## config.mk

```make
export PLATFORM = sky130hd
export DESIGN_NAME = bd_bridge
export DESIGN_NICKNAME = d
export VERILOG_FILES = /design/src/design/bd_bridge_pkg.sv /design/src/design/routed_word_if.sv /design/src/design/bd_bridge.sv /design/src/design/bd_tx_channel.sv /design/src/design/route_classifier.sv /design/src/design/bd_rx_channel.sv /design/src/design/bd_level_sync.sv
export VERILOG_INCLUDE_DIRS = /design/src /design/src/design
export SDC_FILE = /design/constraint.sdc
export NUM_CORES = 1
export LEC_CHECK = 0
export BUFFER_PORTS_ARGS = -buffer_cell sky130_fd_sc_hd__buf_2
export CAP_MARGIN = 20
export CORE_MARGIN = 2
export CORE_UTILIZATION = 56
export DETAILED_ROUTE_END_ITERATION = 8
export GPL_ROUTABILITY_DRIVEN = 0
export PLACE_DENSITY_LB_ADDON = 0.05
export SLEW_MARGIN = 10
export SYNTH_ARGS = -nofsm -noshare
export SYNTH_HDL_FRONTEND = slang
export SYNTH_HIERARCHICAL = 1
export SYNTH_SLANG_ARGS = --single-unit
```

## constraint.sdc

```tcl
create_clock -name clk -period 2.5 [get_ports clk]
set_input_delay 0.5 -clock clk [delete_from_list [all_inputs] [get_ports clk]]
set_output_delay 0.5 -clock clk [all_outputs]
set_load 0.02 [all_outputs]
```

## src/design/bd_bridge_params.svh

```systemverilog
`ifndef BD_BRIDGE_PARAMS_SVH
`define BD_BRIDGE_PARAMS_SVH

// bundled word width
`define BD_DATA_BITS 34

// flops per handshake synchronizer
`define BD_SYNC_STAGES 2

// rows in the route table
`define BD_NUM_ROUTES 8

`endif
```

## src/design/bd_bridge_pkg.sv

```systemverilog
`default_nettype none

`include "bd_bridge_params.svh"

package bd_bridge_pkg;

  typedef enum logic [3:0] {
    route_down0  = 4'd0,
    route_down1  = 4'd1,
    route_tag    = 4'd2,
    route_reg0   = 4'd3,
    route_reg1   = 4'd4,
    route_cfg    = 4'd5,
    route_mem_rd = 4'd6,
    route_mem_wr = 4'd7,
    route_none   = 4'd15
  } route_e;

  // prefix is left-aligned, len counts its leading bits
  typedef struct packed {
    logic [`BD_DATA_BITS-1:0] prefix;
    logic [3:0]               len;
    route_e                   route;
  } route_rule_t;

  // prefix-free, so one row at most can match
  localparam route_rule_t route_table [`BD_NUM_ROUTES] = '{
    '{prefix: {2'b00, {(`BD_DATA_BITS-2){1'b0}}}, len: 4'd2, route: route_down0},
    '{prefix: {2'b01, {(`BD_DATA_BITS-2){1'b0}}}, len: 4'd2, route: route_down1},
    '{prefix: {3'b101, {(`BD_DATA_BITS-3){1'b0}}}, len: 4'd3, route: route_tag},
    '{prefix: {5'b10000, {(`BD_DATA_BITS-5){1'b0}}}, len: 4'd5, route: route_reg0},
    '{prefix: {5'b10001, {(`BD_DATA_BITS-5){1'b0}}}, len: 4'd5, route: route_reg1},
    '{prefix: {14'b10010000000001, {(`BD_DATA_BITS-14){1'b0}}}, len: 4'd14,
      route: route_cfg},
    '{prefix: {15'b100100000000000, {(`BD_DATA_BITS-15){1'b0}}}, len: 4'd15,
      route: route_mem_rd},
    '{prefix: {15'b100100000001100, {(`BD_DATA_BITS-15){1'b0}}}, len: 4'd15,
      route: route_mem_wr}
  };

  typedef enum logic {
    rx_idle,
    rx_hold
  } rx_state_e;

  typedef enum logic [1:0] {
    tx_idle,
    tx_setup,
    tx_req,
    tx_release
  } tx_state_e;

endpackage

`default_nettype wire

```

## src/design/routed_word_if.sv

```systemverilog
`default_nettype none

`include "bd_bridge_params.svh"

interface routed_word_if;

  logic                     valid;
  logic                     ready;
  logic [`BD_DATA_BITS-1:0] data;
  bd_bridge_pkg::route_e    route;

  modport source (
    output valid, data, route,
    input  ready
  );

  modport sink (
    input  valid, data, route,
    output ready
  );

endinterface

`default_nettype wire

```

## src/design/bd_bridge.sv

```systemverilog
`default_nettype none

`include "bd_bridge_params.svh"

module bd_bridge (
  input  logic                     clk,
  input  logic                     reset,
  input  logic [`BD_DATA_BITS-1:0] in_data,
  input  logic                     in_req,
  output logic                     in_ack,
  output logic [`BD_DATA_BITS-1:0] out_data,
  output bd_bridge_pkg::route_e    out_route,
  output logic                     out_req,
  input  logic                     out_ack
);

  logic                     rx_valid;
  logic                     rx_ready;
  logic [`BD_DATA_BITS-1:0] rx_data;

  routed_word_if word_if ();

  bd_rx_channel rx0 (
    .clk(clk),
    .reset(reset),
    .in_data(in_data),
    .in_req(in_req),
    .in_ack(in_ack),
    .rx_valid(rx_valid),
    .rx_data(rx_data),
    .rx_ready(rx_ready)
  );

  route_classifier class0 (
    .clk(clk),
    .reset(reset),
    .rx_valid(rx_valid),
    .rx_data(rx_data),
    .rx_ready(rx_ready),
    .word(word_if.source)
  );

  bd_tx_channel tx0 (
    .clk(clk),
    .reset(reset),
    .word(word_if.sink),
    .out_data(out_data),
    .out_route(out_route),
    .out_req(out_req),
    .out_ack(out_ack)
  );

endmodule

`default_nettype wire

```

## src/design/bd_tx_channel.sv

```systemverilog
`default_nettype none

`include "bd_bridge_params.svh"

module bd_tx_channel (
  input  logic                     clk,
  input  logic                     reset,
  routed_word_if.sink              word,
  output logic [`BD_DATA_BITS-1:0] out_data,
  output bd_bridge_pkg::route_e    out_route,
  output logic                     out_req,
  input  logic                     out_ack
);

  bd_bridge_pkg::tx_state_e state;
  logic                     ack_sync;

  bd_level_sync #(
    .stages(`BD_SYNC_STAGES)
  ) ack_sync0 (
    .clk(clk),
    .reset(reset),
    .level_in(out_ack),
    .level_out(ack_sync)
  );

  assign word.ready = (state == bd_bridge_pkg::tx_idle);

  always_ff @(posedge clk or posedge reset) begin
    if (reset) begin
      state     <= bd_bridge_pkg::tx_idle;
      out_req   <= 1'b0;
      out_data  <= '0;
      out_route <= bd_bridge_pkg::route_none;
    end else begin
      case (state)
        bd_bridge_pkg::tx_idle: begin
          if (word.valid) begin
            out_data  <= word.data;
            out_route <= word.route;
            state     <= bd_bridge_pkg::tx_setup;
          end
        end
        bd_bridge_pkg::tx_setup: begin
          // data has settled for one cycle before req goes up
          out_req <= 1'b1;
          state   <= bd_bridge_pkg::tx_req;
        end
        bd_bridge_pkg::tx_req: begin
          if (ack_sync) begin
            out_req <= 1'b0;
            state   <= bd_bridge_pkg::tx_release;
          end
        end
        bd_bridge_pkg::tx_release: begin
          // wait for the far side to finish its return to zero
          if (!ack_sync) begin
            state <= bd_bridge_pkg::tx_idle;
          end
        end
        default: begin
          out_req <= 1'b0;
          state   <= bd_bridge_pkg::tx_idle;
        end
      endcase
    end
  end

endmodule

`default_nettype wire

```

## src/design/route_classifier.sv

```systemverilog
`default_nettype none

`include "bd_bridge_params.svh"

module route_classifier (
  input  logic                     clk,
  input  logic                     reset,
  input  logic                     rx_valid,
  input  logic [`BD_DATA_BITS-1:0] rx_data,
  output logic                     rx_ready,
  routed_word_if.source            word
);

  logic [`BD_DATA_BITS-1:0] prefix_mask [`BD_NUM_ROUTES];
  logic [`BD_NUM_ROUTES-1:0] hit;
  logic [`BD_DATA_BITS-1:0] match_data;
  bd_bridge_pkg::route_e    match_route;

  // all rows compared at once
  for (genvar i = 0; i < `BD_NUM_ROUTES; i++) begin : g_rule
    assign prefix_mask[i] = ~({`BD_DATA_BITS{1'b1}} >> bd_bridge_pkg::route_table[i].len);
    assign hit[i] = ((rx_data ^ bd_bridge_pkg::route_table[i].prefix) & prefix_mask[i]) == '0;
  end

  // table is prefix-free, at most one hit
  always_comb begin
    match_route = bd_bridge_pkg::route_none;
    match_data  = rx_data;
    for (int i = 0; i < `BD_NUM_ROUTES; i++) begin
      if (hit[i]) begin
        match_route = bd_bridge_pkg::route_table[i].route;
        match_data  = rx_data & ~prefix_mask[i];
      end
    end
  end

  assign rx_ready = !word.valid || word.ready;

  always_ff @(posedge clk or posedge reset) begin
    if (reset) begin
      word.valid <= 1'b0;
      word.data  <= '0;
      word.route <= bd_bridge_pkg::route_none;
    end else if (rx_ready) begin
      word.valid <= rx_valid;
      if (rx_valid) begin
        word.data  <= match_data;
        word.route <= match_route;
      end
    end
  end

endmodule

`default_nettype wire

```

## src/design/bd_rx_channel.sv

```systemverilog
`default_nettype none

`include "bd_bridge_params.svh"

module bd_rx_channel (
  input  logic                     clk,
  input  logic                     reset,
  input  logic [`BD_DATA_BITS-1:0] in_data,
  input  logic                     in_req,
  output logic                     in_ack,
  output logic                     rx_valid,
  output logic [`BD_DATA_BITS-1:0] rx_data,
  input  logic                     rx_ready
);

  bd_bridge_pkg::rx_state_e state;
  logic                     req_sync;
  logic                     taken;

  bd_level_sync #(
    .stages(`BD_SYNC_STAGES)
  ) req_sync0 (
    .clk(clk),
    .reset(reset),
    .level_in(in_req),
    .level_out(req_sync)
  );

  // word already gone or leaving on this edge
  assign taken = !rx_valid || rx_ready;

  always_ff @(posedge clk or posedge reset) begin
    if (reset) begin
      state    <= bd_bridge_pkg::rx_idle;
      rx_valid <= 1'b0;
      rx_data  <= '0;
    end else begin
      case (state)
        bd_bridge_pkg::rx_idle: begin
          // data has been stable since before req rose
          if (req_sync) begin
            rx_data  <= in_data;
            rx_valid <= 1'b1;
            state    <= bd_bridge_pkg::rx_hold;
          end
        end
        bd_bridge_pkg::rx_hold: begin
          if (rx_valid && rx_ready) begin
            rx_valid <= 1'b0;
          end
          // release ack once req is gone and the word moved on
          if (taken && !req_sync) begin
            state <= bd_bridge_pkg::rx_idle;
          end
        end
        default: begin
          state <= bd_bridge_pkg::rx_idle;
        end
      endcase
    end
  end

  // single state flop, so ack is glitch free
  assign in_ack = (state == bd_bridge_pkg::rx_hold);

endmodule

`default_nettype wire

```

## src/design/bd_level_sync.sv

```systemverilog
`default_nettype none

`include "bd_bridge_params.svh"

module bd_level_sync #(
  parameter int stages = `BD_SYNC_STAGES
) (
  input  logic clk,
  input  logic reset,
  input  logic level_in,
  output logic level_out
);

  logic [stages-1:0] chain;

  // first flop may go metastable, later ones settle it
  always_ff @(posedge clk or posedge reset) begin
    if (reset) begin
      chain <= '0;
    end else begin
      chain[0] <= level_in;
      for (int i = 1; i < stages; i++) begin
        chain[i] <= chain[i-1];
      end
    end
  end

  assign level_out = chain[stages-1];

endmodule

`default_nettype wire

```

==> run metrics <==
CTS Buf Count=17; Fin. Hold Viols=0; Synthesized Nets=between 300 and 400; die outline height=97.92 um; netlist area before placement=4940 um2; syn_area_per_cell=16.14 um2; commonest non-fill, non-tap cell in the layout=dfrtp_1; largest net degree at the start of global routing=40; Avg WL per Cell=around 17 um; fin crit period=around 2.1 ns; Worst Skew=just under 0.01 ns; wirelength, routed=between 8000 and 9000 um; Slew @ Worst Pin=between 0.8 and 0.9 ns; Max-Cap Viols=0; setup violators final=0; final core utilization=0.6904; Rows=34; port buffer count=just under 80; Crit. End Element=register; Rel. slew slack=0.4288; clk root buf=clkbuf_8; Die Width=about 100 um; clock latency on the worst-skew pair=about 0.5 ns; Seq/Total Area, Yosys=0.6099; Vias/cell=5.274; worst hold path type=in2reg; f_max=479.0 MHz; status=finished, final reports clean; most frequent cells in the layout=dfrtp_1 (112), buf_2 (77), mux2_2 (50), mux2_4 (50), clkbuf_16 (16); Die ar.=9588 um2; Starting Density=0.5720; FILL cells=630; Setup TNS Final=0 ns; Worst VDD drop=roughly 0.00066 V; library cells used by synthesis=34; final slew viol count=0; area delta synth->final=20.69%; Vias=2,748; clk sinks=120; DRC=0; CTS tree=built; RSZ-0062 raised after global routing=no; H-tree levels=4; Pleak=around 2.9 nW; Ys Warns=6; crit path launch type=register; GRT overflow=0; crit share post-route=0.8351; drt pass-1 iters=4; number of I/O pins=78; CP max FO=16; Core Footprint=roughly 8600 um2; Post-Synthesis Cells=between 300 and 400; total track usage=0.1999; vias in the first global route=around 2,900; Setup CP Type=reg2reg; Final HPWL DP=around 6000 um; first-pass GRT wire length=around 15,000 um; antenna violations before repair=0; Post-CTS Setup Inserts=0; # diodes=0; clk buf depth=2; Yosys reg bits=120; Routed Antenna Nets=0; Worst EP required=2.88 ns; DR iter-0 viols=55; ratio of cells with drive above 1 in the final layout=0.5714; Worst Path Arrival=~2.5 ns; clock-pin slew on the worst setup and hold paths=approximately 0.060 ns; Nets=444; PD cells=1452 nW/um2
kinds of logic (layout without fill, tap and decap cells):
group	Yosys count	after routing	synth area share
flops	120	120	0.6099
mux	100	100	0.2660
simple gates	30	30	0.03571
compound gates	26	26	0.03850
buf+inv	25	132	0.03723
fa+ha+maj	5	5	0.01266
cell type report:
cell class              count  area, um2  share of cell area
flip-flops and latches    120       3013              0.5054
multi-input cells         161       1748              0.2932
repair buffers             88      483.0             0.08101
clock buffers              18      427.9             0.07177
well taps                 108      135.1             0.02267
clock inverters            13      106.4             0.01784
inverters                  13      48.80            0.008185
power breakdown:
part           internal (mW)  leakage [nW]  switching [mW]
Combinational           1.69          1.22            1.37
Clock                   1.32         0.254           0.836
Sequential              2.89          1.41           0.548
routing by layer:
metal,share of wire,GRT usage,up-vias
li1,-,-,1267
met2,0.49,0.3156,70
met5,0,0,-
met1,0.45,0.2672,1394
met4,0.016,0.07051,0
met3,0.044,0.05798,17
timing repair:
action	4_1_cts	5_1_grt
hold endpoints to repair	14	0
resized for setup	0	0
hold buffers	1	0
worst max-delay path, stage by stage, from the launching register on:
cell	delay [ns]
dfrtp_1	0.40
inv_1	0.10
ha_1	0.27
nand2b_1	0.22
nand2_2	0.31
buf_4	0.29
mux2_2	0.36
state kept, by name, summed over array words and instances (netlist names):
signal and cells:
rx0/rx_data 34, tx0/out_req 1, tx0/out_data 34, tx0/state 2, tx0/out_route 4, rx0/in_ack 1, rx0/rx_valid 1, rx0/req_sync0/chain 2
class0/word.data 34, class0/word.route 4, class0/word.valid 1, tx0/ack_sync0/chain 2
worst paths after layout:
path | from | end | slack (ns) | cells after the start
max in group asynchronous | reset | class0/word.data[32]$_DFFE_PP0P_ | 1.19 | 3
hold reg to reg | rx0/req_sync0/chain[0]$_DFF_PP0_ | rx0/req_sync0/chain[1]$_DFF_PP0_ | 0.35 | 0
hold / removal | in_req | rx0/req_sync0/chain[0]$_DFF_PP0_ | 0.10 | 1
setup / recovery | tx0/state[0]$_DFFE_PP0P_ | class0/word.data[9]$_DFFE_PP0P_ | 0.41 | 6
min in group asynchronous | reset | rx0/req_sync0/chain[1]$_DFF_PP0_ | 0.44 | 3
setup reg to reg | tx0/state[0]$_DFFE_PP0P_ | class0/word.data[9]$_DFFE_PP0P_ | 0.41 | 6
synth_stat cells:
| cell type | n | area (um2) |
|---|---|---|
| nand2_1 | 9 | 33.78 |
| a21oi_1 | 2 | 10.01 |
| clkbuf_1 | 2 | 7.510 |
| a211oi_1 | 2 | 15.01 |
| or4b_4 | 1 | 13.76 |
| buf_12 | 3 | 60.06 |
| buf_6 | 2 | 22.52 |
| a2bb2oi_1 | 2 | 17.52 |
| nor2_1 | 8 | 30.03 |
| o21ai_0 | 8 | 40.04 |
| or2_2 | 1 | 6.260 |
| or4_1 | 1 | 7.510 |
| or3b_1 | 1 | 8.760 |
| nand3_1 | 1 | 5.000 |
| dfrtp_1 | 112 | 2803 |
| o22ai_1 | 1 | 6.260 |
| a22o_1 | 6 | 52.55 |
| dfstp_2 | 8 | 210.2 |
| a22oi_1 | 1 | 7.510 |
| buf_2 | 3 | 15.01 |
| ha_1 | 5 | 62.56 |
| and2_1 | 1 | 6.260 |
| nor2b_4 | 1 | 13.76 |
| o2bb2ai_1 | 2 | 17.52 |
| nor3_1 | 1 | 5.000 |
| a221oi_2 | 1 | 15.01 |
| mux2_2 | 50 | 563.0 |
| inv_1 | 13 | 48.80 |
| nor2b_1 | 2 | 12.51 |
| nand2b_1 | 2 | 12.51 |
| nor4_4 | 1 | 21.27 |
| buf_8 | 2 | 30.03 |
| a31o_2 | 1 | 8.760 |
| mux2_4 | 50 | 750.7 |
metrics by stage:
step           hold WS [ns]  setup slack [ns]  std cells  area, um2  total power, mW
5_1_grt             0.08162            0.3008        521       5962            9.164
2_1_floorplan        0.2412            0.6463        306       4940            5.787
6_report             0.1030            0.4123        521       5962            8.658
4_1_cts             0.08576            0.3969        521       5962            8.742
3_5_place_dp         0.3545            0.4247        489       5418            6.551
3_3_place_gp         0.3363            0.5001        489       5418            6.444
(Power assumes the default switching activity.)
